## config.mk

```make
export PLATFORM = sky130hd
export DESIGN_NAME = mem_writeback
export DESIGN_NICKNAME = d
export VERILOG_FILES = /design/src/rtl/mem_cfg_pkg.sv /design/src/rtl/mem_types_pkg.sv /design/src/rtl/mem_writeback.sv
export SDC_FILE = /design/constraint.sdc
export NUM_CORES = 1
export LEC_CHECK = 0
export ABC_AREA = 1
export BUFFER_PORTS_ARGS = -buffer_cell sky130_fd_sc_hd__buf_2
export CELL_PAD_IN_SITES_DETAIL_PLACEMENT = 0
export CELL_PAD_IN_SITES_GLOBAL_PLACEMENT = 1
export CORE_AREA = 2 2 217 219
export CTS_CLUSTER_SIZE = 30
export DETAILED_ROUTE_END_ITERATION = 8
export DIE_AREA = 0 0 219 221
export PLACE_DENSITY = 0.43
export SLEW_MARGIN = 5
export SYNTH_ARGS = -nofsm -noshare
export SYNTH_HDL_FRONTEND = slang
export SYNTH_SLANG_ARGS = --single-unit
```

## constraint.sdc

```tcl
create_clock -name clk -period 0.8 [get_ports clk]
set_clock_uncertainty 0.05 [all_clocks]
set_input_delay 0.08 -clock clk [delete_from_list [all_inputs] [get_ports clk]]
set_output_delay 0.08 -clock clk [all_outputs]
set_load 0.02 [all_outputs]
```

## src/rtl/mem_cfg_pkg.sv

```systemverilog
package mem_cfg_pkg;

	// ======================================================================
	// Warp and scoreboard geometry
	// ======================================================================

	localparam int NUM_LANES = 8;
	localparam int LANE_W    = 32;
	localparam int WARP_W    = 3;
	localparam int SCB_W     = 2;
	localparam int REG_W     = 5;
	localparam int OFFSET_W  = 8;

	// ======================================================================
	// Memory geometry
	// ======================================================================

	// Shared memory, 8 banks of 32 rows.
	localparam int BANK_W    = 3;
	localparam int SH_ROW_W  = 5;
	localparam int NUM_BANKS = 1 << BANK_W;
	localparam int SH_ROWS   = 1 << SH_ROW_W;

	// Global memory, 64 lines of 8 words.
	localparam int WORD_W     = 3;
	localparam int LINE_W     = 6;
	localparam int LINE_WORDS = 1 << WORD_W;
	localparam int NUM_LINES  = 1 << LINE_W;

	// Fill port addresses whole lines.
	localparam int FILL_ADDR_W = LINE_W;

endpackage

```

## src/rtl/mem_types_pkg.sv

```systemverilog
package mem_types_pkg;

	import mem_cfg_pkg::*;

	typedef logic [LANE_W-1:0] lane_word_t;

	// One value per lane.
	typedef lane_word_t [NUM_LANES-1:0] warp_data_t;

	typedef logic [NUM_LANES-1:0] lane_mask_t;

	// Shared view, bank in the low bits.
	typedef struct packed {
		logic [LANE_W-SH_ROW_W-BANK_W-1:0] hi;
		logic [SH_ROW_W-1:0]               row;
		logic [BANK_W-1:0]                 bank;
	} sh_view_t;

	// Global view, word within the line in the low bits.
	typedef struct packed {
		logic [LANE_W-LINE_W-WORD_W-1:0] hi;
		logic [LINE_W-1:0]               line;
		logic [WORD_W-1:0]               word;
	} gl_view_t;

	typedef union packed {
		sh_view_t sh;
		gl_view_t gl;
	} lane_addr_u;

	typedef lane_addr_u [NUM_LANES-1:0] lane_addr_arr_t;

endpackage

```

## src/rtl/mem_writeback.sv

```systemverilog
`timescale 1ns/1ps

module mem_writeback (
	input  logic                           clk,
	input  logic                           rst,
	input  logic                           wb_valid_i,
	input  logic                           wb_load_i,
	input  logic [mem_cfg_pkg::WARP_W-1:0] wb_warp_i,
	input  logic [mem_cfg_pkg::SCB_W-1:0]  wb_scb_i,
	input  logic [mem_cfg_pkg::REG_W-1:0]  wb_reg_i,
	input  mem_types_pkg::lane_mask_t      wb_mask_i,
	input  mem_types_pkg::warp_data_t      rdata_i,
	output logic                           pos_fb_valid_o,
	output logic [mem_cfg_pkg::WARP_W-1:0] pos_fb_warp_o,
	output logic [mem_cfg_pkg::SCB_W-1:0]  pos_fb_scb_o,
	output mem_types_pkg::lane_mask_t      pos_fb_mask_o,
	output logic                           cdb_we_o,
	output logic [mem_cfg_pkg::REG_W-1:0]  cdb_reg_o,
	output mem_types_pkg::lane_mask_t      cdb_mask_o,
	output mem_types_pkg::warp_data_t      cdb_data_o
);

	import mem_types_pkg::*;

	lane_mask_t mask_q;

	// One-cycle strobes, stores give feedback only.
	always_ff @(posedge clk or negedge rst)
	begin
		if (!rst)
		begin
			pos_fb_valid_o <= 1'b0;
			cdb_we_o       <= 1'b0;
		end
		else
		begin
			pos_fb_valid_o <= wb_valid_i;
			cdb_we_o       <= wb_valid_i & wb_load_i;
		end
	end

	always_ff @(posedge clk)
	begin
		pos_fb_warp_o <= wb_warp_i;
		pos_fb_scb_o  <= wb_scb_i;
		cdb_reg_o     <= wb_reg_i;
		mask_q        <= wb_mask_i;
		cdb_data_o    <= rdata_i;
	end

	// Feedback and CDB carry the same lane mask.
	assign pos_fb_mask_o = mask_q;
	assign cdb_mask_o    = mask_q;

endmodule

```

=== Word-level counts from Yosys, hierarchy flattened ===
Cells that the tools add are included.

* Bitwise logic cells: 1

{| class="wikitable"
|+ Operator list
! operator !! number
|-
| $and A1 B1 Y1 || 1
|}

* Flip-flop bits (word level): 276
* Input bits: 278
* Output and inout port bits: 284
* Logic and storage cells: 15

=== Logic depth before layout (Yosys ltp) ===
* Depth in word-level cells: 1
* Mapped depth: 2
* Gate-level depth less buffers: 2

=== Worst setup path before layout ===
No wires, ideal clock.

* Path kind: reg2out
* Start: register mask_q[0], in the netlist cdb_mask_o[0]
* End: output port pos_fb_mask_o[0]
* Arrival: 595 ps
* Required time: 670 ps
* Slack: 75 ps
* Stages on the path, launching flop included: 2
* Path buffers: 1
* Path through: dfxtp_1 buf_4

{| class="wikitable"
|+ RTL lines
! element !! RTL line !! source
|-
| start, declared || mem_writeback.sv:25 || <nowiki>lane_mask_t mask_q;</nowiki>
|-
| start signal, assigned || mem_writeback.sv:47 || <nowiki>mask_q <= wb_mask_i;</nowiki>
|-
| end, declared || mem_writeback.sv:16 || <nowiki>output mem_types_pkg::lane_mask_t pos_fb_mask_o,</nowiki>
|}

No word-level cell between the ends.

=== Worst setup path after layout ===
* Start: register pos_fb_valid_o
* End: output port pos_fb_valid_o

{| class="wikitable"
|+ RTL lines
! element !! RTL line !! source
|-
| start, declared || mem_writeback.sv:13 || <nowiki>output logic pos_fb_valid_o,</nowiki>
|-
| start signal, assigned || mem_writeback.sv:37 || <nowiki>pos_fb_valid_o <= wb_valid_i;</nowiki>
|}

No word-level cell between the ends.

==> key figures <==
Logic synthesis
  • Synth top area share: 97.9%
  • Synth warnings: 0
  • Mapped cell area: 5600 um^2
  • Syn Inst Count: 286
  • Avg Cell Area, Syn: 19.6 um^2
  • Main area contributors after synthesis: dfxtp_1 98%, buf_4 1.1%, dfrtp_1 0.89%
  • FF+latch count, synth: 276
  • Register area share after synthesis: 98.8%
  • Synthesized Nets: 564
  • Unique cell type count in the Yosys netlist: 5
  • Post-synth top area cell: dfxtp_1

Routing
  • Vias: 5472
  • Post-DR vias/cell: 3.08
  • DRT iter0 DRCs: 87
  • WL per Instance: 13.9 um
  • 1st-pass router iterations: 4
  • DRC Markers: 0
  • Total Wirelength: 24.7 mm
  • Routed Antenna Nets: 0

Power and ir drop
  • Combinational power share: 13.1%
  • Power Density: 2280 nW/um^2
  • Power consumption: 34400 uW
  • Max VDD drop: 1.56 mV
  • Flop pwr share: 43.7%
  • Psw: 7880 uW
  • P_int: 26500 uW
  • Clk pwr share: 43.3%
  • Sw frac: 22.9%
  • LEAKAGE: 0.00684 uW

Timing
  • Final Setup Violations: 284
  • RSZ-0062 raised after global routing: yes
  • Post-route clock period utilization: 151%
  • Crit path time final: 1.21 ns
  • Worst Max-Slew Pin Slew: 0.236 ns
  • Minimum hold slack: 0.0888 ns
  • Fin. Hold Viols: 0
  • Max Slew Vio Count: 0
  • Fmax: 829 MHz
  • Final worst slack: -0.407 ns
  • Slew headroom: 84.2%

Place
  • Routability cong.: 0.735
  • Post-DP HPWL: 16.3 mm
  • Port Buffers: 561

Outcome
  • Outcome: finished with violations
  • Failing checks: negative setup slack

Setup path
  • CP Cell Sequence: buf_6
  • Worst path arrival time: 1.08 ns
  • Setup crit end kind: output port
  • CP Class: register to output port
  • Crit-path max FO: 1
  • Max stage delay on crit path: 0.38 ns
  • Delay-heaviest family, CP: flip-flops
  • Required time worst endpoint: 0.67 ns
  • Buf/Inv on CP: 1
  • CP Launch Type: register
  • Crit-path slowest cell: dfrtp_1

Layout
  • Area grow syn2layout: 169%
  • Layout cells sized above 1: 75.6%
  • Reg area: 5880 um^2
  • # diodes: 0
  • Multi-input logic area: 3.75 um^2
  • # fillers: 4545
  • Final net count: 1427

Global route
  • Tot GR Track Use: 9.64%
  • Vias in the first global route: 6332
  • Total gr overflow: 0
  • Pin count of the biggest net entering global routing: 15
  • Initial antenna violation count: 0
  • First-pass GRT wire length: 35.4 mm

Floorplan
  • DIE HEIGHT: 221 um
  • # IOs: 562
  • # rows: 79
  • Die X: 219 um
  • Initial Util: 12.2%
  • Core area: 46100 um^2
  • Die ar.: 48400 um^2

Clock tree
  • Clock Sinks: 276
  • CTS tree: done
  • Htree depth: 1
  • CTS Root Cell: clkbuf_16
  • Worst-path clk slew: 0.06 ns
  • CTS Buffer Depth: 3
  • CTS Buf Count: 30

Flow run
  • Max Cap Violations: 0

Worst hold path
  • Worst hold endpoint: cdb_data_o[97]$_DFF_P_
  • Min-delay src: rdata_i[97]
  • Min-Delay Path Class: input port to register
  • Hold path cells: 2
==> repair_timing <==
action | in CTS | in global routing
setup endpoints to repair | 284 | 284
endpoints found under the hold margin | 278 | 0
resized for setup | 841 | 2
hold buffers | 278 | 0
setup buffers | 0 | 0
pin swaps | 0 | 0
==> layout by cell type, fill, tap and decap left out <==
master and count:
buf_2 277, buf_6 284, bufinv_16 5, clkbuf_1 3
clkbuf_16 31, clkbuf_8 5, clkinv_2 5, clkinv_4 1
clkinvlp_4 2, dfrtp_1 2, dfxtp_2 273, dfxtp_4 1
dlygate4sd3_1 278, inv_1 1, inv_8 1, nand2_1 1
==> logic make-up (layout without fill, tap and decap cells) <==
kind of cell | count (synthesis) | in the layout | share of synthesized area (%)
buf+inv | 9 | 893 | 1.14
flops | 276 | 276 | 98.8
simple gates | 1 | 1 | 0.0669
==> power groups by stage <==
stage | Clock [uW] | Sequential, uW | Combinational, uW
2_1_floorplan | 0 | 15900 | 59.1
3_3_place_gp | 0 | 14900 | 2550
3_5_place_dp | 0 | 15000 | 2530
4_1_cts | 15300 | 15000 | 4500
5_1_grt | 16100 | 15100 | 4720
6_report | 14900 | 15000 | 4490
==> cells in the mapped netlist <==
| cell | n |
|---|---|
| dfxtp_1 | 274 |
| buf_4 | 8 |
| dfrtp_1 | 2 |
| inv_1 | 1 |
| nand2_1 | 1 |
==> worst max-delay path by stage <==
stage | endpoint | startpoint | depth (start not counted)
2_1_floorplan | pos_fb_mask_o[0] | cdb_mask_o[0]$_DFF_P_ | 1
3_3_place_gp | pos_fb_mask_o[0] | cdb_mask_o[0]$_DFF_P_ | 1
3_5_place_dp | pos_fb_mask_o[4] | cdb_mask_o[4]$_DFF_P_ | 1
4_1_cts | pos_fb_valid_o | pos_fb_valid_o$_DFF_PN0_ | 1
5_1_grt | pos_fb_valid_o | pos_fb_valid_o$_DFF_PN0_ | 1
6_report | pos_fb_valid_o | pos_fb_valid_o$_DFF_PN0_ | 1
==> flip-flops by register name, indices dropped and copies added, names as in the netlist <==
register        cells
cdb_data_o        256
pos_fb_valid_o      1
pos_fb_warp_o       3
cdb_reg_o           5
pos_fb_scb_o        2
cdb_mask_o          8
cdb_we_o            1
==> layer usage <==
metal / routed length [um] / vias to the layer above / share of wire, % / GRT usage, %
met1: 8010 / 2465 / 32 / 8.58
li1: - / 2604 / - / -
met2: 13100 / 358 / 53 / 18.8
met3: 2860 / 45 / 12 / 3.86
met5: 0 / - / 0 / 0
met4: 725 / 0 / 2.9 / 3.92
==> through the flow <==
stage / setup slack, ns / area [um^2] / utilization [%] / instances / TNS (ns)
2_1_floorplan: 0.0751 / 5600 / - / 286 / 0
3_3_place_gp: 0.123 / 9110 / 19.8 / 1446 / 0
3_5_place_dp: 0.122 / 9110 / 19.8 / 1446 / 0
4_1_cts: -0.453 / 15100 / 32.7 / 1777 / -105.75
5_1_grt: -0.471 / 15100 / 32.7 / 1777 / -108.11
6_report: -0.407 / 15100 / 32.7 / 1777 / -93.56
==> cell type report <==
type	instances	share of cell area (%)
Sequential cell	276	39.0
Inverter	1	0.0249
Clock inverter	14	1.39
Tap cell	607	5.04
Multi-Input combinational cell	1	0.0249
Clock buffer	39	5.67
Timing Repair Buffer	839	48.9
Power figures use the tool's default switching activity.
