### src/rtl/mem_cfg_pkg.sv
package mem_cfg_pkg;

	// ======================================================================
	// Warp and scoreboard geometry
	// ======================================================================

	localparam int NUM_LANES = 8;
	localparam int LANE_W    = 32;
	localparam int WARP_W    = 3;
	localparam int SCB_W     = 2;
	localparam int REG_W     = 5;
	localparam int OFFSET_W  = 8;

	// ======================================================================
	// Memory geometry
	// ======================================================================

	// Shared memory, 8 banks of 32 rows.
	localparam int BANK_W    = 3;
	localparam int SH_ROW_W  = 5;
	localparam int NUM_BANKS = 1 << BANK_W;
	localparam int SH_ROWS   = 1 << SH_ROW_W;

	// Global memory, 64 lines of 8 words.
	localparam int WORD_W     = 3;
	localparam int LINE_W     = 6;
	localparam int LINE_WORDS = 1 << WORD_W;
	localparam int NUM_LINES  = 1 << LINE_W;

	// Fill port addresses whole lines.
	localparam int FILL_ADDR_W = LINE_W;

endpackage

### src/rtl/mem_types_pkg.sv
package mem_types_pkg;

	import mem_cfg_pkg::*;

	typedef logic [LANE_W-1:0] lane_word_t;

	// One value per lane.
	typedef lane_word_t [NUM_LANES-1:0] warp_data_t;

	typedef logic [NUM_LANES-1:0] lane_mask_t;

	// Shared view, bank in the low bits.
	typedef struct packed {
		logic [LANE_W-SH_ROW_W-BANK_W-1:0] hi;
		logic [SH_ROW_W-1:0]               row;
		logic [BANK_W-1:0]                 bank;
	} sh_view_t;

	// Global view, word within the line in the low bits.
	typedef struct packed {
		logic [LANE_W-LINE_W-WORD_W-1:0] hi;
		logic [LINE_W-1:0]               line;
		logic [WORD_W-1:0]               word;
	} gl_view_t;

	typedef union packed {
		sh_view_t sh;
		gl_view_t gl;
	} lane_addr_u;

	typedef lane_addr_u [NUM_LANES-1:0] lane_addr_arr_t;

endpackage

### src/rtl/mem_ctrl.sv
`timescale 1ns/1ps

module mem_ctrl (
	input  logic                             clk,
	input  logic                             rst,
	input  logic                             instr_valid_i,
	input  logic                             mem_read_i,
	input  logic                             mem_write_i,
	input  logic                             shared_i,
	input  mem_types_pkg::lane_mask_t        pam_i,
	input  logic [mem_cfg_pkg::WARP_W-1:0]   warp_id_i,
	input  logic [mem_cfg_pkg::SCB_W-1:0]    scb_id_i,
	input  logic [mem_cfg_pkg::REG_W-1:0]    reg_addr_i,
	input  logic                             conflict_i,
	output logic                             shared_o,
	output mem_types_pkg::lane_mask_t        mask_o,
	output logic                             mem_rd_o,
	output logic                             mem_wr_o,
	output mem_types_pkg::lane_mask_t        acc_mask_o,
	output logic                             acc_shared_o,
	output logic                             wb_load_o,
	output logic                             wb_valid_o,
	output logic [mem_cfg_pkg::WARP_W-1:0]   wb_warp_o,
	output logic [mem_cfg_pkg::SCB_W-1:0]    wb_scb_o,
	output logic [mem_cfg_pkg::REG_W-1:0]    wb_reg_o,
	output mem_types_pkg::lane_mask_t        wb_mask_o,
	output logic                             neg_fb_valid_o,
	output logic [mem_cfg_pkg::WARP_W-1:0]   neg_fb_warp_o,
	output logic [mem_cfg_pkg::SCB_W-1:0]    neg_fb_scb_o
);

	import mem_cfg_pkg::*;
	import mem_types_pkg::*;

	logic              s1_valid, s1_rd, s1_wr, s1_shared;
	lane_mask_t        s1_mask;
	logic [WARP_W-1:0] s1_warp;
	logic [SCB_W-1:0]  s1_scb;
	logic [REG_W-1:0]  s1_reg;

	logic              s2_valid, s2_rd, s2_wr, s2_shared;
	lane_mask_t        s2_mask;
	logic [WARP_W-1:0] s2_warp;
	logic [SCB_W-1:0]  s2_scb;
	logic [REG_W-1:0]  s2_reg;

	logic [WARP_W-1:0] s3_warp;
	logic [SCB_W-1:0]  s3_scb;
	logic [REG_W-1:0]  s3_reg;

	logic              s2_access, s2_accept, s2_reject;

	// ======================================================================
	// Stage valids and enables
	// ======================================================================

	assign s2_access = s2_valid & (s2_rd | s2_wr);
	assign s2_reject = s2_access & conflict_i;
	assign s2_accept = s2_access & ~conflict_i;

	always_ff @(posedge clk or negedge rst)
	begin
		if (!rst)
		begin
			s1_valid       <= 1'b0;
			s2_valid       <= 1'b0;
			neg_fb_valid_o <= 1'b0;
			mem_rd_o       <= 1'b0;
			mem_wr_o       <= 1'b0;
			wb_valid_o     <= 1'b0;
			wb_load_o      <= 1'b0;
		end
		else
		begin
			s1_valid       <= instr_valid_i;
			s2_valid       <= s1_valid;
			neg_fb_valid_o <= s2_reject;
			// A load that also has write set is handled as a load.
			mem_rd_o       <= s2_accept & s2_rd;
			mem_wr_o       <= s2_accept & s2_wr & ~s2_rd;
			wb_valid_o     <= mem_rd_o | mem_wr_o;
			wb_load_o      <= mem_rd_o;
		end
	end

	// ======================================================================
	// Tags
	// ======================================================================

	always_ff @(posedge clk)
	begin
		if (instr_valid_i)
		begin
			s1_rd     <= mem_read_i;
			s1_wr     <= mem_write_i;
			s1_shared <= shared_i;
			s1_mask   <= pam_i;
			s1_warp   <= warp_id_i;
			s1_scb    <= scb_id_i;
			s1_reg    <= reg_addr_i;
		end
		s2_rd        <= s1_rd;
		s2_wr        <= s1_wr;
		s2_shared    <= s1_shared;
		s2_mask      <= s1_mask;
		s2_warp      <= s1_warp;
		s2_scb       <= s1_scb;
		s2_reg       <= s1_reg;
		acc_shared_o <= s2_shared;
		acc_mask_o   <= s2_mask;
		s3_warp      <= s2_warp;
		s3_scb       <= s2_scb;
		s3_reg       <= s2_reg;
		wb_warp_o    <= s3_warp;
		wb_scb_o     <= s3_scb;
		wb_reg_o     <= s3_reg;
		wb_mask_o    <= acc_mask_o;
	end

	assign shared_o      = s1_shared;
	assign mask_o        = s1_mask;
	assign neg_fb_warp_o = s3_warp;
	assign neg_fb_scb_o  = s3_scb;

endmodule

### config.mk
export PLATFORM = sky130hd
export DESIGN_NAME = mem_ctrl
export DESIGN_NICKNAME = d
export VERILOG_FILES = /design/src/rtl/mem_cfg_pkg.sv /design/src/rtl/mem_types_pkg.sv /design/src/rtl/mem_ctrl.sv
export SDC_FILE = /design/constraint.sdc
export NUM_CORES = 1
export LEC_CHECK = 0
export BUFFER_PORTS_ARGS = -buffer_cell sky130_fd_sc_hd__buf_2
export CORE_ASPECT_RATIO = 2
export CORE_MARGIN = 2
export CORE_UTILIZATION = 47
export DETAILED_ROUTE_END_ITERATION = 8
export PLACE_DENSITY = 0.72
export SYNTH_ARGS = -nofsm -noshare
export SYNTH_HDL_FRONTEND = slang
export SYNTH_SLANG_ARGS = --single-unit
### constraint.sdc
create_clock -name clk -period 0.9 [get_ports clk]
set_input_delay 0.135 -clock clk [delete_from_list [all_inputs] [get_ports clk]]
set_output_delay 0.135 -clock clk [all_outputs]
set_load 0.005 [all_outputs]
After elaboration in Yosys (flattened, before gate mapping). Cells that the tools add are included.

Div/mod/pow operators: 0. Bitwise logic cells: 10. Multipliers: 0. $add $sub $neg: 0. Mux-type cells: 0. Reduce and logical (&&, ||, !) cells: 0. Shifts and indexed selects: 0. Equality and inequality tests: 0. Magnitude comparators: 0.

Operators with widths (number): AND 1 bit (6); NOT 1 bit (2); OR 1 bit (2).

Bits in latches: 0. Bits of input ports: 25. ROM bits: 0. Bits in registers: 86. RAM bits: 0. Memories: 0. Logic and storage cells: 40.

Depth between registers and ports, before layout.
Word-level depth: 5. Gate-level depth with buffers: 1. Mapped depth without buffers: 1.

Worst setup path after synthesis. No wires, ideal clock.

Kind: register to register. Start: reg mem_wr_o. End: reg wb_valid_o. Setup time: 127 ps. Arrival: 642 ps. Path buffers: 0. Setup slack: 130 ps. Period minus slack after synthesis: 770 ps. Stages on the path, launching flop included: 2. Cells stage by stage: dfrtp_1 -> or2_2.

Word-level cells in the longest chain between the ends: 1.

Ends and longest elaborated chain: start, declared (RTL line mem_ctrl.sv:18) `output logic mem_wr_o,`; start signal, assigned (RTL line mem_ctrl.sv:80) `mem_wr_o <= s2_accept & s2_wr & ~s2_rd;`; OR 1 bit (RTL line mem_ctrl.sv:81) `wb_valid_o <= mem_rd_o | mem_wr_o;`; end signal, assigned (RTL line mem_ctrl.sv:81); end, declared (RTL line mem_ctrl.sv:22) `output logic wb_valid_o,`.

Every way passes these cells. A chain may end at the register's enable or synchronous reset.

Worst setup path after layout.
Start: reg s1_mask[5], in the netlist mask_o[5]. End: out mask_o[5].

RTL lines: start, declared (RTL line mem_ctrl.sv:36) `lane_mask_t s1_mask;`; start signal, assigned (RTL line mem_ctrl.sv:97) `s1_mask <= pam_i;`; end, declared (RTL line mem_ctrl.sv:16) `output mem_types_pkg::lane_mask_t mask_o,`.

No word-level cell between the ends.

==> reports/metrics.yaml <==
sta:
  setup-tns-final_ps: -1340
  finalCriticalPeriod_ps: 1020
  drv_slew: 0
  max_slew_margin: 0.889
  fmax_mhz: 977
  fin_skew_ps: 4.65
  max_slew.worst_pin.slew_ps: 167
  final_hold_viol_count: 0
  fin_crit_sh: 1.14
  rsz0062_at_grt: "true"
  setup_slack_ps: -123
  setup_viol: 20
flow_run:
  maxCapViolations: 0
grt:
  met1_usage: 0.140
  grt_usage: 0.144
  antenna_found_initial: 0
  grt_pass1_vias: 1001
  grt_overflow: 0
  met3_usage: 0.0415
  busiest_layer: "met2"
  grt_util_met2: 0.242
  grt_pass1_wl_um: 4730
  grt_max_degree: 17
synthesis:
  synthTopCellsByArea: "dfxtp_1 (58%), edfxtp_1 (31%), dfrtp_1 (8.7%)"
  synthesis.nets: 115
  ys_ff_latch: 86
  synth_cells: 90
  synth_cell_types: 7
  seq_area_frac_synth: 0.981
  synthesis.area_mm2: 0.00201
  synth_top_area_share: 0.579
  syn_area_per_cell_um2: 22.3
  synth_warnings: 0
  yosysTopAreaCell: "dfxtp_1"
cells_and_area:
  seqCellArea_mm2: 0.00198
  final_common_cell: "buf_2"
  stdcell_area_mm2: 0.00297
  multi_input_area_um2: 41.3
  diodes: 0
  fin_nets: 224
  final_layout_size_suffix_gt1_frac: 0.525
  syn_to_final_growth_pct: 48.2
  final_cell_mix: "buf_2 (64), dfxtp_1 (45), dlygate4sd3_1 (22)"
  fillers: 261
drt:
  drc: 0
  routedWlPerCell_um: 12.5
  wirelength_um: 3210
  postRouteAntennaNets: 0
  drt_pass1_iterations: 4
  avgViaCountPerCell: 4.17
  vias: 1068
  drt_iter0_drc: 12
clocking:
  cts_tree: "yes"
  insertion_delay_ps: 330
  clkTransAtPathRegs_ps: 70
  clock-root-buffer: "clkbuf_8"
  htree_levels: 3
  cts_sinks: 86
  clockBufferDepth: 2
  cts_inserted_buffers: 9
die:
  die_x_um: 50.2
  initial_core_util: 0.491
  rows: 33
  coreArea_mm2: 0.00409
  die_h_um: 96.4
  die_area_mm2: 0.00484
  ioPinCount: 71
worst_setup_path:
  path_max_fanout: 2
  cp_top_family: "flip-flops"
  regToRegSetupSlack_ps: 70
  crit_chain: "buf_2"
  cp.arrival_ps: 890
  slowest_stage: "edfxtp_1"
  slowest_delay_ps: 410
  end_kind: "output port"
  cp.required_ps: 760
  crit_buf_inv: 1
  path_class: "flop to output port"
  start_kind: "flop"
power:
  powerDensity_mw_per_mm2: 2500
  finalPower_mw: 7.43
  leakagePower_nw: 1.34
  vdd_drop_max_mv: 1.61
placement:
  place_hpwl_um: 2030
  io_buffers: 70
  dp_slack_ps: 127
  dpl_cell_area_mm2: 0.00245
  place_congestion: 0.668
outcome:
  status: "complete, but fails checks"
  violations: "negative setup slack"
min_path:
  hp-class: "input port to flop"
layout make-up:
| cell class | count | area share |
|---|---|---|
| well taps | 52 | 0.0219 |
| clock buffers | 15 | 0.0699 |
| clock inverters | 1 | 0.00210 |
| repair buffers | 98 | 0.225 |
| multi-input cells | 4 | 0.0139 |
| flip-flops and latches | 86 | 0.667 |
final timing paths:
check	startpoint	to	depth (start not counted)
max in group asynchronous	rst	wb_load_o	2
min in group asynchronous	rst	s1_valid	2
min reg2reg	s2_mask[2]	acc_mask_o[2]	0
max reg2reg	mem_rd_o	wb_valid_o	2
max	mask_o[5]	mask_o[5]	1
min	conflict_i	neg_fb_valid_o	2
metal layers:
layer	share of wire	vias up
met5	0	-
met1	0.34	492
met4	0.029	0
li1	-	520
met2	0.57	46
met3	0.065	10
synth_stat cells:
library cell	number
and4bb_2	1
o211a_1	1
edfxtp_1	21
dfxtp_1	58
or2_2	1
dfrtp_1	7
and3b_2	1
cells by family (layout without fill, tap and decap cells):
logic type	after synthesis	after routing	share of synthesized area
simple gates	3	3	0.0143
flops	86	86	0.981
compound gates	1	1	0.00499
buf+inv	0	114	0
report_power, final:
part | switching (mW) | internal (mW) | total [mW]
registers | 0.0924 | 4.27 | 4.37
clock network | 1.19 | 1.48 | 2.67
logic | 0.136 | 0.257 | 0.393
per-stage QoR:
stage | hold slack [ps] | std cells | util
3_5_place_dp | -19.0 | 214 | 0.599
6_report | 70.7 | 256 | 0.727
5_1_grt | 46.6 | 256 | 0.727
2_1_floorplan | -161 | 90 | -
4_1_cts | 51.3 | 253 | 0.710
3_3_place_gp | -35.8 | 214 | 0.599
repair_timing:
action	CTS	global route
hold buffers	22	0
cloned	0	0
buffers inserted	1	3
endpoints found under the hold margin	28	0
gates resized for setup	7	14
setup endpoints to repair	37	44
No activity file was read; power rests on OpenSTA's default activity.
