`config.mk`:
```
export PLATFORM = sky130hd
export DESIGN_NAME = mem_addr_gen
export DESIGN_NICKNAME = d
export VERILOG_FILES = /design/src/rtl/mem_cfg_pkg.sv /design/src/rtl/mem_types_pkg.sv /design/src/rtl/mem_addr_gen.sv
export SDC_FILE = /design/constraint.sdc
export NUM_CORES = 1
export LEC_CHECK = 0
export ABC_AREA = 1
export BUFFER_PORTS_ARGS = -buffer_cell sky130_fd_sc_hd__buf_2
export CORE_AREA = 3 3 407 409
export DETAILED_ROUTE_END_ITERATION = 16
export DIE_AREA = 0 0 410 412
export GPL_ROUTABILITY_DRIVEN = 0
export SKIP_LAST_GASP = 1
export SYNTH_ARGS = -nofsm -noshare
export SYNTH_HDL_FRONTEND = slang
export SYNTH_SLANG_ARGS = --single-unit
```
`constraint.sdc`:
```
create_clock -name clk -period 2.63 [get_ports clk]
set_input_delay 0.3945 -clock clk [delete_from_list [all_inputs] [get_ports clk]]
set_output_delay 0.3945 -clock clk [all_outputs]
set_load 0.02 [all_outputs]
```
`src/rtl/mem_cfg_pkg.sv`:
```
package mem_cfg_pkg;

	// ======================================================================
	// Warp and scoreboard geometry
	// ======================================================================

	localparam int NUM_LANES = 8;
	localparam int LANE_W    = 32;
	localparam int WARP_W    = 3;
	localparam int SCB_W     = 2;
	localparam int REG_W     = 5;
	localparam int OFFSET_W  = 8;

	// ======================================================================
	// Memory geometry
	// ======================================================================

	// Shared memory, 8 banks of 32 rows.
	localparam int BANK_W    = 3;
	localparam int SH_ROW_W  = 5;
	localparam int NUM_BANKS = 1 << BANK_W;
	localparam int SH_ROWS   = 1 << SH_ROW_W;

	// Global memory, 64 lines of 8 words.
	localparam int WORD_W     = 3;
	localparam int LINE_W     = 6;
	localparam int LINE_WORDS = 1 << WORD_W;
	localparam int NUM_LINES  = 1 << LINE_W;

	// Fill port addresses whole lines.
	localparam int FILL_ADDR_W = LINE_W;

endpackage

```
`src/rtl/mem_types_pkg.sv`:
```
package mem_types_pkg;

	import mem_cfg_pkg::*;

	typedef logic [LANE_W-1:0] lane_word_t;

	// One value per lane.
	typedef lane_word_t [NUM_LANES-1:0] warp_data_t;

	typedef logic [NUM_LANES-1:0] lane_mask_t;

	// Shared view, bank in the low bits.
	typedef struct packed {
		logic [LANE_W-SH_ROW_W-BANK_W-1:0] hi;
		logic [SH_ROW_W-1:0]               row;
		logic [BANK_W-1:0]                 bank;
	} sh_view_t;

	// Global view, word within the line in the low bits.
	typedef struct packed {
		logic [LANE_W-LINE_W-WORD_W-1:0] hi;
		logic [LINE_W-1:0]               line;
		logic [WORD_W-1:0]               word;
	} gl_view_t;

	typedef union packed {
		sh_view_t sh;
		gl_view_t gl;
	} lane_addr_u;

	typedef lane_addr_u [NUM_LANES-1:0] lane_addr_arr_t;

endpackage

```
`src/rtl/mem_addr_gen.sv`:
```
`timescale 1ns/1ps

module mem_addr_gen (
	input  logic                             clk,
	input  logic                             rst,
	input  logic                             instr_valid_i,
	input  mem_types_pkg::warp_data_t        rs_data_i,
	input  mem_types_pkg::warp_data_t        rt_data_i,
	input  logic [mem_cfg_pkg::OFFSET_W-1:0] offset_i,
	input  logic                             shared_i,
	input  mem_types_pkg::lane_mask_t        mask_i,
	output mem_types_pkg::lane_addr_arr_t    addr_o,
	output mem_types_pkg::warp_data_t        wdata_o,
	output logic                             conflict_o
);

	import mem_cfg_pkg::*;
	import mem_types_pkg::*;

	warp_data_t      rs_q, rt_q;
	logic [OFFSET_W-1:0] off_q;

	lane_addr_arr_t  eff;
	logic            bank_clash, line_split;

	always_ff @(posedge clk)
	begin
		if (instr_valid_i)
		begin
			rs_q  <= rs_data_i;
			rt_q  <= rt_data_i;
			off_q <= offset_i;
		end
	end

	// Effective address, offset is unsigned.
	always_comb
	begin
		for (int l = 0; l < NUM_LANES; l++)
			eff[l] = rs_q[l] + LANE_W'(off_q);
	end

	// Pairwise check over active lanes only.
	always_comb
	begin
		bank_clash = 1'b0;
		line_split = 1'b0;
		for (int i = 0; i < NUM_LANES; i++)
		begin
			for (int j = i + 1; j < NUM_LANES; j++)
			begin
				if (mask_i[i] && mask_i[j])
				begin
					if (eff[i].sh.bank == eff[j].sh.bank && eff[i].sh.row != eff[j].sh.row)
						bank_clash = 1'b1;
					if (eff[i].gl.line != eff[j].gl.line)
						line_split = 1'b1;
				end
			end
		end
	end

	always_ff @(posedge clk or negedge rst)
	begin
		if (!rst)
			conflict_o <= 1'b0;
		else
			conflict_o <= shared_i ? bank_clash : line_split;
	end

	always_ff @(posedge clk)
	begin
		addr_o  <= eff;
		wdata_o <= rt_q;
	end

endmodule

```
# Yosys cells after proc, flatten, opt, wreduce, memory -nomap -nowiden
# Cells that the tools add are included.
# word_totals
reg_bits	1033
inputBits	532
# classes
addsub	8
n_eq_ne	84
mux	113
reduce_logical	56
# op_table
operator	count
$add A32 B8 Y32	8
$ne A6 B6 Y1	28
$ne A5 B5 Y1	28
$mux W1	113
$eq A3 B3 Y1	28
$logic_and A1 B1 Y1	56

# Depth between registers and ports, before layout
# Gate-level depths: netlist of run 1.
# logic_depth
word_depth	60
mapped_depth	23

# Least setup slack after synthesis of run 1
# OpenSTA, ideal clock, no wires.
# synth_path
path_type	register -> register
startpoint	register off_q[1]
endpoint	register addr_o[126] in the netlist's numbering
arrival_time_ns	2.741
path_slack_ns	-0.183
stages_incl_launch_ff	18
synth_period_minus_slack_ns	2.813
cell_sequence	edfxtp_1 -> inv_1 -> fa_1 -> inv_1 -> nand2_1 -> nand2_1 -> nand3_2 -> nand2_2 -> nand3_1 -> inv_2 -> nand3_2 -> inv_2 -> nand3_2 -> or2_4 -> nor2_8 -> nand4_2 -> nor2_1 -> xor2_1
# synth_lines
item	line	rtl
from (decl)	mem_addr_gen.sv:21	logic [OFFSET_W-1:0] off_q;
from (signal assigned)	mem_addr_gen.sv:32	off_q <= offset_i;
to (signal assigned)	mem_addr_gen.sv:73	addr_o <= eff;
to (decl)	mem_addr_gen.sv:12	output mem_types_pkg::lane_addr_arr_t addr_o,

==> impl_results.html, run 1 <==
<table>
<tr><th>Metric</th><th>Value</th></tr>
<tr><th colspan="2">Global route</th></tr>
<tr><td>Vias in the first global route</td><td>roughly 34000</td></tr>
<tr><td>Overall global routing resource usage</td><td>0.194</td></tr>
<tr><td>Antenna violations before repair</td><td>between 80 and 90</td></tr>
<tr><td>Wire length of the first global-routing pass</td><td>roughly 240 mm</td></tr>
<tr><td>Pin count of the biggest net entering global routing</td><td>76</td></tr>
<tr><td>Total overflow reported by the global router</td><td>0</td></tr>
<tr><th colspan="2">STA</th></tr>
<tr><td>Number of setup violations in the final report</td><td>95</td></tr>
<tr><td>Total negative setup slack</td><td>-18820 ps</td></tr>
<tr><td>Final Hold Violating Endpoints</td><td>0</td></tr>
<tr><td>Minimum period implied by the final worst setup slack</td><td>3120 ps</td></tr>
<tr><td>Slew Limit Headroom</td><td>0.535</td></tr>
<tr><td>Setup repair after global routing missed its margin</td><td>yes</td></tr>
<tr><td>Setup clock skew after layout</td><td>41.1 ps</td></tr>
<tr><td>Period Utilization, post-route</td><td>1.19</td></tr>
<tr><td>Highest attainable clock frequency</td><td>320 MHz</td></tr>
<tr><td>Slew Viols, Final</td><td>0</td></tr>
<tr><td>Transition time of the tightest slew-check pin</td><td>roughly 700 ps</td></tr>
<tr><td>PnR worst setup slack</td><td>-491 ps</td></tr>
<tr><th colspan="2">Logic synthesis</th></tr>
<tr><td>Seq cells post-synth</td><td>a little over 1000</td></tr>
<tr><td>Syn Area/Cell</td><td>11.3 sq um</td></tr>
<tr><td>Proportion of synthesized flip-flops having asynchronous set or reset</td><td>0.000968</td></tr>
<tr><td>XOR/XNOR share of the synthesized area</td><td>0.0557</td></tr>
<tr><td>Area fraction in and, or, nand and nor cells after synthesis</td><td>0.184</td></tr>
<tr><td>Portion of netlist area occupied by mux cells</td><td>0</td></tr>
<tr><td>Largest family of logic cells by synthesized area</td><td>simple AND/OR/NAND/NOR gates</td></tr>
<tr><td>Top FF cell, synth</td><td>sky130_fd_sc_hd__edfxtp_1</td></tr>
<tr><td>Number of distinct standard cells referenced by the synthesized netlist</td><td>56</td></tr>
<tr><td>Number of enable flip-flop cells after synthesis</td><td>520</td></tr>
<tr><td>Complex-gate fraction of the synthesized area</td><td>0.0221</td></tr>
<tr><td>Synthesized netlist net count</td><td>3970</td></tr>
<tr><td>Post-synthesis adder-cell area fraction</td><td>0.0253</td></tr>
<tr><td>Gate Count Post-Synth</td><td>about 3400</td></tr>
<tr><td>Portion of the post-synthesis area used by sequential elements</td><td>0.682</td></tr>
<tr><td>Post-synthesis instance area</td><td>~38000 sq um</td></tr>
<tr><td>Syn. warnings</td><td>0</td></tr>
<tr><th colspan="2">Placement</th></tr>
<tr><td>Post-detailed-placement half-perimeter wirelength</td><td>135 mm</td></tr>
<tr><td>Worst setup slack before clock tree synthesis</td><td>-812 ps</td></tr>
<tr><td>Buffers on Ports</td><td>about 1000</td></tr>
<tr><th colspan="2">Worst setup path</th></tr>
<tr><td>Worst R2R End</td><td>addr_o[126]</td></tr>
<tr><td>Capturing element type of the critical path</td><td>register</td></tr>
<tr><td>Worst R2R Setup Slack</td><td>-490 ps</td></tr>
<tr><td>FF-to-FF Start</td><td>rs_q[96]</td></tr>
<tr><td>Arrival time at the worst endpoint</td><td>about 3800 ps</td></tr>
<tr><td>Worst EP required</td><td>around 3300 ps</td></tr>
<tr><td>Worst-path fanout max</td><td>6</td></tr>
<tr><td>Startpoint type of the worst setup path</td><td>register</td></tr>
<tr><td>Critical path class</td><td>reg2reg</td></tr>
<tr><td>Path depth of the worst reg2reg path</td><td>19</td></tr>
<tr><th colspan="2">Power and ir drop</th></tr>
<tr><td>Highest ir drop seen on vdd</td><td>between 0.6 and 0.7 mV</td></tr>
<tr><td>Leakage power of the design</td><td>between 20 and 30 nW</td></tr>
<tr><td>Portion of total power attributed to sequential cells</td><td>0.404</td></tr>
<tr><td>Part of the total power dissipated in the clock network</td><td>0.336</td></tr>
<tr><td>P_int</td><td>32.5 mW</td></tr>
<tr><td>Switching power total</td><td>around 15 mW</td></tr>
<tr><td>Relative contribution of combinational cells to total power</td><td>0.260</td></tr>
<tr><td>Fraction of power spent switching nets</td><td>0.320</td></tr>
<tr><td>P per Cell Area</td><td>approximately 760 nW/um^2</td></tr>
<tr><th colspan="2">Run status</th></tr>
<tr><td>Result of the run</td><td>complete, but fails checks</td></tr>
<tr><td>Violations in the final reports</td><td>setup timing</td></tr>
<tr><th colspan="2">Cells and area</th></tr>
<tr><td>Leading cell type in the layout, fill and taps excluded</td><td>sky130_fd_sc_hd__buf_2</td></tr>
<tr><td>Signed area change from the synthesized netlist to the final layout</td><td>65.9%</td></tr>
<tr><td>Commonest cells after routing, fill and taps aside</td><td>1043 x sky130_fd_sc_hd__buf_2, 804 x sky130_fd_sc_hd__nand2_1, 523 x sky130_fd_sc_hd__dlygate4sd3_1, 520 x sky130_fd_sc_hd__edfxtp_1, 512 x sky130_fd_sc_hd__dfxtp_1</td></tr>
<tr><td>Final nets</td><td>between 6000 and 7000</td></tr>
<tr><td>Layout cell share with drive strength beyond 1</td><td>0.410</td></tr>
<tr><th colspan="2">Clock network</th></tr>
<tr><td>Longest Clk Path Bufs</td><td>3</td></tr>
<tr><td>Count of clock tree sinks</td><td>slightly above 1000</td></tr>
<tr><td>Clock network latency to the later pin of the worst-skew pair</td><td>~760 ps</td></tr>
<tr><td>Number of H-tree levels</td><td>3</td></tr>
<tr><td>Number of buffers added by the clock tree synthesis step</td><td>111</td></tr>
<tr><td>Clock tree from TritonCTS</td><td>done</td></tr>
<tr><td>Clock-pin slew on the worst setup and hold paths</td><td>~60 ps</td></tr>
<tr><td>Root Driver</td><td>sky130_fd_sc_hd__clkbuf_16</td></tr>
<tr><th colspan="2">Route</th></tr>
<tr><td>Via count normalized by instance count</td><td>between 4 and 5</td></tr>
<tr><td>DRT Pass-1 Iters</td><td>6</td></tr>
<tr><td>Routed wire length per instance</td><td>22.0 microns</td></tr>
<tr><td>Number of DRC violations after detailed-routing iteration 0</td><td>between 2000 and 3000</td></tr>
<tr><td>Final routed wirelength across all metal layers</td><td>approximately 170 mm</td></tr>
<tr><td>Final routed DRC violation total</td><td>0</td></tr>
<tr><td>DR vias</td><td>about 34000</td></tr>
<tr><td>Post-detailed-route count of antenna-violating nets</td><td>0</td></tr>
<tr><th colspan="2">Die</th></tr>
<tr><td>I/O pin count</td><td>roughly 1000</td></tr>
<tr><td>Site Rows</td><td>approximately 150</td></tr>
<tr><td>Initial core utilization</td><td>0.234</td></tr>
<tr><td>Core Region</td><td>roughly 160000 sq um</td></tr>
<tr><td>Vertical extent of the die</td><td>412 microns</td></tr>
<tr><td>Overall die area</td><td>approximately 170000 sq um</td></tr>
<tr><td>DIE WIDTH</td><td>between 400 and 500 microns</td></tr>
<tr><th colspan="2">Worst hold path</th></tr>
<tr><td>Worst min path class</td><td>in2reg</td></tr>
<tr><td>Hold endpoint</td><td>conflict_o</td></tr>
<tr><td>Worst hold stages</td><td>8</td></tr>
<tr><td>Launch instance of the worst min-delay path</td><td>shared_i</td></tr>
<tr><th colspan="2">Flow run</th></tr>
<tr><td>Max-capacitance violation count</td><td>0</td></tr>
</table>
==> timing repair <==
item | in CTS | in global routing
hold buffers | 523 | 0
hold endpoints to repair | 541 | 0
gates cloned | 0 | 0
gates resized for setup | 255 | 456
setup endpoints to repair | 159 | 144
setup buffers | 65 | 76
pin swaps | 81 | 211
==> metal layers <==
layer  part of all wire  global-route usage  up-vias
li1                   -                   -    15700
met1               0.37               0.222    16300
met2               0.48               0.324     1674
met3              0.096              0.0682      458
met4              0.052              0.0899       34
met5             0.0013                   0        -
==> power by group through the flow <==
stage	sequential (mW)	combinational, mW	clock [mW]
2_1_floorplan	20.4	3.70	0
3_3_place_gp	19.5	10.2	0
3_5_place_dp	19.5	10.2	0
4_1_cts	19.2	11.5	16.4
5_1_grt	19.4	13.2	17.0
6_report	19.3	12.4	16.0
==> Yosys cell counts (8+ instances only) <==
cell type | instances | share of area
sky130_fd_sc_hd__nand2_1 | 960 | 0.095
sky130_fd_sc_hd__nor4_1 | 11 | 0.0018
sky130_fd_sc_hd__xnor2_1 | 103 | 0.024
sky130_fd_sc_hd__nor2_1 | 181 | 0.018
sky130_fd_sc_hd__nand3_1 | 219 | 0.029
sky130_fd_sc_hd__nor3_2 | 11 | 0.0029
sky130_fd_sc_hd__nor2_2 | 16 | 0.0026
sky130_fd_sc_hd__fa_1 | 8 | 0.0042
sky130_fd_sc_hd__nor2_4 | 14 | 0.0042
sky130_fd_sc_hd__ha_1 | 64 | 0.021
sky130_fd_sc_hd__clkbuf_1 | 13 | 0.0013
sky130_fd_sc_hd__a21oi_1 | 77 | 0.010
sky130_fd_sc_hd__dfxtp_1 | 512 | 0.27
sky130_fd_sc_hd__nand4_1 | 31 | 0.0051
sky130_fd_sc_hd__inv_2 | 15 | 0.0015
sky130_fd_sc_hd__xor2_1 | 129 | 0.030
sky130_fd_sc_hd__nand3b_1 | 11 | 0.0022
sky130_fd_sc_hd__edfxtp_1 | 520 | 0.41
sky130_fd_sc_hd__nand2_2 | 42 | 0.0069
sky130_fd_sc_hd__inv_1 | 280 | 0.028
sky130_fd_sc_hd__nand3_2 | 21 | 0.0055
sky130_fd_sc_hd__nor3_1 | 33 | 0.0044
sky130_fd_sc_hd__o21ai_0 | 24 | 0.0032
==> how the worst max path moves through the flow <==
stage	endpoint	slack [ps]	start	depth (start not counted)
floorplan	addr_o[126]	-30	off_q[1]	17
detailed placement	conflict_o	-810	off_q[0]	19
CTS	conflict_o	-420	off_q[0]	16
global placement	conflict_o	-890	off_q[0]	15
finish	addr_o[126]	-490	rs_q[96]	19
global route	addr_o[126]	-690	rs_q[96]	19
==> worst max-delay path: stages, from the launching register on <==
cell and delay, ps:
sky130_fd_sc_hd__edfxtp_1 580, sky130_fd_sc_hd__ha_2 280, sky130_fd_sc_hd__inv_2 40, sky130_fd_sc_hd__fa_2 340, sky130_fd_sc_hd__inv_2 80, sky130_fd_sc_hd__nand2_2 50, sky130_fd_sc_hd__nand2_2 70, sky130_fd_sc_hd__buf_6 100
sky130_fd_sc_hd__nand3_4 100, sky130_fd_sc_hd__nand2_8 110, sky130_fd_sc_hd__nand3_4 70, sky130_fd_sc_hd__inv_2 70, sky130_fd_sc_hd__nand3_2 70, sky130_fd_sc_hd__inv_2 80, sky130_fd_sc_hd__nand3_4 80, sky130_fd_sc_hd__or2_4 280
sky130_fd_sc_hd__nor2_8 160, sky130_fd_sc_hd__nand4_4 120, sky130_fd_sc_hd__nor2_2 170, sky130_fd_sc_hd__xor2_1 180
==> cell families (layout without fill, tap and decap cells) <==
kind of cell | after synthesis | in the layout
simple gates | 1574 | 1574
flops | 1033 | 1033
buf+inv | 311 | 2641
compound gates | 139 | 139
xor+xnor | 237 | 237
fa+ha+maj | 72 | 72
other cells | 0 | 43
==> final cells by class <==
type                    count  area [sq um]
multi-input cells        2022         13900
repair buffers           2132         15500
fillers                 15300         99400
clock buffers             148          3130
flip-flops and latches   1033         25900
inverters                 297          1130
clock inverters            64           657
diodes                     43           108
well taps                2175          2720
==> sequential cells by signal, indices dropped and copies added, names as in the netlist <==
register and count:
addr_o 256, conflict_o 1, off_q 8, rs_q 256
rt_q 256, wdata_o 256
==> stage by stage <==
stage / total power, mW / util / std cells / hold WS [ps] / area, sq um
detailed placement: 29.8 / 0.305 / 7025 / 196 / 49600
floorplan: 24.1 / - / 3366 / 98.9 / 38000
global placement: 29.7 / 0.305 / 7025 / 197 / 49600
global route: 49.6 / 0.387 / 7896 / 225 / 62900
finish: 47.8 / 0.388 / 7914 / 217 / 63000
CTS: 47.1 / 0.371 / 7820 / 93.6 / 60300
Note: power is estimated with default switching activity, not from simulation.
==> inputs of run 2 (changes only) <==
--- a/config.mk
+++ b/config.mk
@@ -11,6 +11,7 @@
 export DETAILED_ROUTE_END_ITERATION = 16
 export DIE_AREA = 0 0 410 412
 export GPL_ROUTABILITY_DRIVEN = 0
+export SKIP_CTS_REPAIR_TIMING = 1
 export SKIP_LAST_GASP = 1
 export SYNTH_ARGS = -nofsm -noshare
 export SYNTH_HDL_FRONTEND = slang
==> constraint.sdc (replaced) <==
create_clock -name clk -period 3.7 [get_ports clk]
set_input_delay 0.555 -clock clk [delete_from_list [all_inputs] [get_ports clk]]
set_output_delay 0.555 -clock clk [all_outputs]
set_load 0.02 [all_outputs]
==> run 2 against run 1 <==
Effect of this change:
- the run now ends clean
- cell count shrank 6.5%
- routed wire length decreased by 3.3%
- worst setup slack gained 510 ps
- sequential power down 29%
- flip-flop and latch count unchanged
- global-route usage is 0.99 points lower
- core utilization is 4.6 points lower
- via count shrank 7.1%
==> impl_results.html, run 2 (synthesis results as in run 1) <==
<table>
<tr><th>Metric</th><th>Value</th></tr>
<tr><th colspan="2">STA</th></tr>
<tr><td>Highest attainable clock frequency</td><td>272 MHz (was 320 MHz)</td></tr>
<tr><td>Total negative setup slack</td><td>0 ps (was -18820 ps)</td></tr>
<tr><td>Minimum period implied by the final worst setup slack</td><td>3680 ps (was 3120 ps)</td></tr>
<tr><td>Slew Viols, Final</td><td>0 (unchanged)</td></tr>
<tr><td>Transition time of the tightest slew-check pin</td><td>1060 ps (was 691 ps)</td></tr>
<tr><td>Number of setup violations in the final report</td><td>0 (was 95)</td></tr>
<tr><td>Slew Limit Headroom</td><td>0.275 (was 0.535)</td></tr>
<tr><td>Final Hold Violating Endpoints</td><td>0 (unchanged)</td></tr>
<tr><td>Period Utilization, post-route</td><td>0.995 (was 1.19)</td></tr>
<tr><td>Setup clock skew after layout</td><td>60.1 ps (was 41.1 ps)</td></tr>
<tr><td>Final-layout worst hold slack</td><td>51.6 ps (was 217 ps)</td></tr>
<tr><td>Setup repair after global routing missed its margin</td><td>no (was yes)</td></tr>
<tr><th colspan="2">Global route</th></tr>
<tr><td>Overall global routing resource usage</td><td>0.184 (was 0.194)</td></tr>
<tr><td>Total overflow reported by the global router</td><td>0 (unchanged)</td></tr>
<tr><td>Vias in the first global route</td><td>28100 (was 34000)</td></tr>
<tr><td>Antenna violations before repair</td><td>92 (was 84)</td></tr>
<tr><td>Wire length of the first global-routing pass</td><td>218 mm (was 237 mm)</td></tr>
<tr><td>Pin count of the biggest net entering global routing</td><td>62 (was 76)</td></tr>
<tr><th colspan="2">Worst setup path</th></tr>
<tr><td>Worst EP required</td><td>4360 ps (was 3280 ps)</td></tr>
<tr><td>FF-to-FF Start</td><td>off_q[0] (was rs_q[96])</td></tr>
<tr><td>Worst R2R End</td><td>conflict_o (was addr_o[126])</td></tr>
<tr><td>Capturing element type of the critical path</td><td>register (unchanged)</td></tr>
<tr><td>Max stage delay cell, worst path</td><td>sky130_fd_sc_hd__a2111oi_0 (was sky130_fd_sc_hd__edfxtp_1)</td></tr>
<tr><td>Delay of the slowest cell on the worst path</td><td>840 ps (was 580 ps)</td></tr>
<tr><td>Arrival time at the worst endpoint</td><td>4350 ps (was 3770 ps)</td></tr>
<tr><td>Most frequent CP cell</td><td>sky130_fd_sc_hd__nand2_1 (was sky130_fd_sc_hd__inv_2)</td></tr>
<tr><td>Critical path class</td><td>reg2reg (unchanged)</td></tr>
<tr><td>Startpoint type of the worst setup path</td><td>register (unchanged)</td></tr>
<tr><td>Worst-path cell chain</td><td>buf_4, ha_1, fa_1, xor2_2, xor2_1, a2111oi_0, nand2_1, nand2_1, nor2_1, nand2_1, nor2_1, nand3_1, nand2_1, inv_1 (was ha_2, inv_2, fa_2, inv_2, nand2_2, nand2_2, buf_6, nand3_4, nand2_8, nand3_4, inv_2, nand3_2, inv_2, nand3_4, or2_4, nor2_8, nand4_4, nor2_2, xor2_1)</td></tr>
<tr><td>Worst-path fanout max</td><td>9 (was 6)</td></tr>
<tr><td>Path depth of the worst reg2reg path</td><td>14 (was 19)</td></tr>
<tr><td>Worst R2R Setup Slack</td><td>20 ps (was -490 ps)</td></tr>
<tr><th colspan="2">Clock network</th></tr>
<tr><td>Number of buffers added by the clock tree synthesis step</td><td>112 (was 111)</td></tr>
<tr><td>Clock network latency to the later pin of the worst-skew pair</td><td>760 ps (about the same)</td></tr>
<tr><td>Clock-pin slew on the worst setup and hold paths</td><td>60 ps (about the same)</td></tr>
<tr><td>Number of H-tree levels</td><td>3 (unchanged)</td></tr>
<tr><td>Count of clock tree sinks</td><td>1033 (unchanged)</td></tr>
<tr><td>Longest Clk Path Bufs</td><td>3 (unchanged)</td></tr>
<tr><td>Clock tree from TritonCTS</td><td>done (unchanged)</td></tr>
<tr><td>Root Driver</td><td>sky130_fd_sc_hd__clkbuf_16 (unchanged)</td></tr>
<tr><th colspan="2">Route</th></tr>
<tr><td>Post-detailed-route count of antenna-violating nets</td><td>0 (unchanged)</td></tr>
<tr><td>DRT Pass-1 Iters</td><td>7 (was 6)</td></tr>
<tr><td>Via count normalized by instance count</td><td>4.29 (was 4.31)</td></tr>
<tr><td>Routed wire length per instance</td><td>22.8 microns (was 22.0 microns)</td></tr>
<tr><td>Metal2 WL</td><td>80.6 mm (was 83.4 mm)</td></tr>
<tr><td>Final routed DRC violation total</td><td>0 (unchanged)</td></tr>
<tr><td>DR vias</td><td>31700 (was 34100)</td></tr>
<tr><td>Routed wire length on met3</td><td>17.7 mm (was 16.8 mm)</td></tr>
<tr><td>Highest metal layer with signal wires</td><td>met5 (unchanged)</td></tr>
<tr><td>Number of DRC violations after detailed-routing iteration 0</td><td>2986 (was 2584)</td></tr>
<tr><td>Met1 layer wirelength in the final routing</td><td>63.2 mm (was 64.7 mm)</td></tr>
<tr><td>Final routed wirelength across all metal layers</td><td>168 mm (was 174 mm)</td></tr>
<tr><th colspan="2">Die</th></tr>
<tr><td>Core Region</td><td>162000 sq um (unchanged)</td></tr>
<tr><td>Vertical extent of the die</td><td>412 microns (unchanged)</td></tr>
<tr><td>Site Rows</td><td>148 (unchanged)</td></tr>
<tr><td>Overall die area</td><td>169000 sq um (unchanged)</td></tr>
<tr><td>I/O pin count</td><td>1045 (unchanged)</td></tr>
<tr><td>Initial core utilization</td><td>0.234 (unchanged)</td></tr>
<tr><td>DIE WIDTH</td><td>410 microns (unchanged)</td></tr>
<tr><th colspan="2">Worst hold path</th></tr>
<tr><td>Worst min path class</td><td>in2reg (unchanged)</td></tr>
<tr><td>Worst hold stages</td><td>1 (was 8)</td></tr>
<tr><td>Hold endpoint</td><td>rt_q[99] (was conflict_o)</td></tr>
<tr><td>Launch instance of the worst min-delay path</td><td>rt_data_i[99] (was shared_i)</td></tr>
<tr><th colspan="2">Power and ir drop</th></tr>
<tr><td>P per Cell Area</td><td>577 nW/um^2 (was 759 nW/um^2)</td></tr>
<tr><td>Relative contribution of combinational cells to total power</td><td>0.211 (was 0.260)</td></tr>
<tr><td>Leakage power of the design</td><td>24.6 nW (was 28.0 nW)</td></tr>
<tr><td>Fraction of power spent switching nets</td><td>0.317 (was 0.320)</td></tr>
<tr><td>Part of the total power dissipated in the clock network</td><td>0.360 (was 0.336)</td></tr>
<tr><td>Highest ir drop seen on vdd</td><td>0.474 mV (was 0.671 mV)</td></tr>
<tr><td>Switching power total</td><td>10.1 mW (was 15.3 mW)</td></tr>
<tr><td>Portion of total power attributed to sequential cells</td><td>0.429 (was 0.404)</td></tr>
<tr><td>P_int</td><td>21.9 mW (was 32.5 mW)</td></tr>
<tr><th colspan="2">Placement</th></tr>
<tr><td>Post-detailed-placement half-perimeter wirelength</td><td>134 mm (was 135 mm)</td></tr>
<tr><td>Buffers on Ports</td><td>1044 (unchanged)</td></tr>
<tr><td>Cell count after placement</td><td>6616 (was 7025)</td></tr>
<tr><th colspan="2">Cells and area</th></tr>
<tr><td>Signed area change from the synthesized netlist to the final layout</td><td>46.1% (was 65.9%)</td></tr>
<tr><td>Final std cells w/o fill</td><td>7396 (was 7914)</td></tr>
<tr><td>Layout cell share with drive strength beyond 1</td><td>0.276 (was 0.410)</td></tr>
<tr><td>Final nets</td><td>5686 (was 6201)</td></tr>
<tr><td>Leading cell type in the layout, fill and taps excluded</td><td>sky130_fd_sc_hd__buf_2 (unchanged)</td></tr>
<tr><td>Commonest cells after routing, fill and taps aside</td><td>1043 x sky130_fd_sc_hd__buf_2, 959 x sky130_fd_sc_hd__nand2_1, 520 x sky130_fd_sc_hd__edfxtp_1, 512 x sky130_fd_sc_hd__dfxtp_1, 511 x sky130_fd_sc_hd__dlygate4sd3_1 (was 1043 x sky130_fd_sc_hd__buf_2, 804 x sky130_fd_sc_hd__nand2_1, 523 x sky130_fd_sc_hd__dlygate4sd3_1, 520 x sky130_fd_sc_hd__edfxtp_1, 512 x sky130_fd_sc_hd__dfxtp_1)</td></tr>
<tr><th colspan="2">Flow run</th></tr>
<tr><td>Max-capacitance violation count</td><td>0 (unchanged)</td></tr>
<tr><th colspan="2">Run status</th></tr>
<tr><td>Result of the run</td><td>finished clean (was complete, but fails checks)</td></tr>
</table>
[run 2: changes by cell type in the layout (fill, tap and decap cells not counted), sizes merged]
cell / before / now
clkbuf: 148 / 152
dlygate4sd3: 523 / 511
clkinvlp: 9 / 8
bufinv: 5 / 8
inv: 306 / 303
diode: 43 / 40
clkinv: 41 / 39
buf: 1609 / 1105
[run 2: metrics by stage]
step / total power [mW] / util / setup WS (ps) / area [sq um]
2_1_floorplan: 17.1 / - / 887 / 38000
3_3_place_gp: 20.0 / 0.285 / 160 / 46300
3_5_place_dp: 20.1 / 0.285 / 141 / 46300
4_1_cts: 31.6 / 0.308 / 109 / 50100
5_1_grt: 33.2 / 0.341 / 81.2 / 55400
6_report: 32.0 / 0.341 / 17.4 / 55500
[run 2: how the worst max path moves through the flow]
| stage | startpoint | endpoint | slack, ps | depth (start not counted) |
|---|---|---|---|---|
| after CTS | off_q[0] | conflict_o | 110 | 20 |
| after global routing | off_q[4] | conflict_o | 80 | 19 |
| final | off_q[0] | conflict_o | 20 | 14 |
| after global placement | off_q[0] | conflict_o | 160 | 20 |
| after detailed placement | off_q[0] | conflict_o | 140 | 20 |
| after floorplan | off_q[1] | addr_o[126] | 890 | 17 |
[run 2: critical path: cells and delay by family (launching register included)]
kind / cells / cell delay, ps
compound gates: 1 / 840
xor+xnor: 2 / 930
fa+ha+maj: 2 / 700
buf+inv: 2 / 250
flops: 1 / 370
simple gates: 7 / 510
[run 2: layout make-up]
| type | instances | area [sq um] |
|---|---|---|
| Antenna cell | 40 | 100 |
| Clock buffer | 152 | 3110 |
| Clock inverter | 61 | 683 |
| Fill cell | 16200 | 107000 |
| Inverter | 297 | 1120 |
| Multi-Input combinational cell | 2022 | 10900 |
| Sequential cell | 1033 | 25900 |
| Tap cell | 2175 | 2720 |
| Timing Repair Buffer | 1616 | 10900 |
[run 2: per-layer routing]
metal | global-route usage | vias to the layer above
met4 | 0.0568 | 44
li1 | - | 14600
met2 | 0.309 | 1687
met5 | 0 | -
met1 | 0.216 | 15000
met3 | 0.0708 | 374
[run 2: power by group through the flow]
stage | combinational, mW | sequential (mW) | clock (mW)
finish | 6.76 | 13.7 | 11.5
floorplan | 2.63 | 14.5 | 0
global route | 7.21 | 13.8 | 12.2
detailed placement | 6.08 | 14.0 | 0
global placement | 6.02 | 14.0 | 0
CTS | 6.09 | 13.7 | 11.8
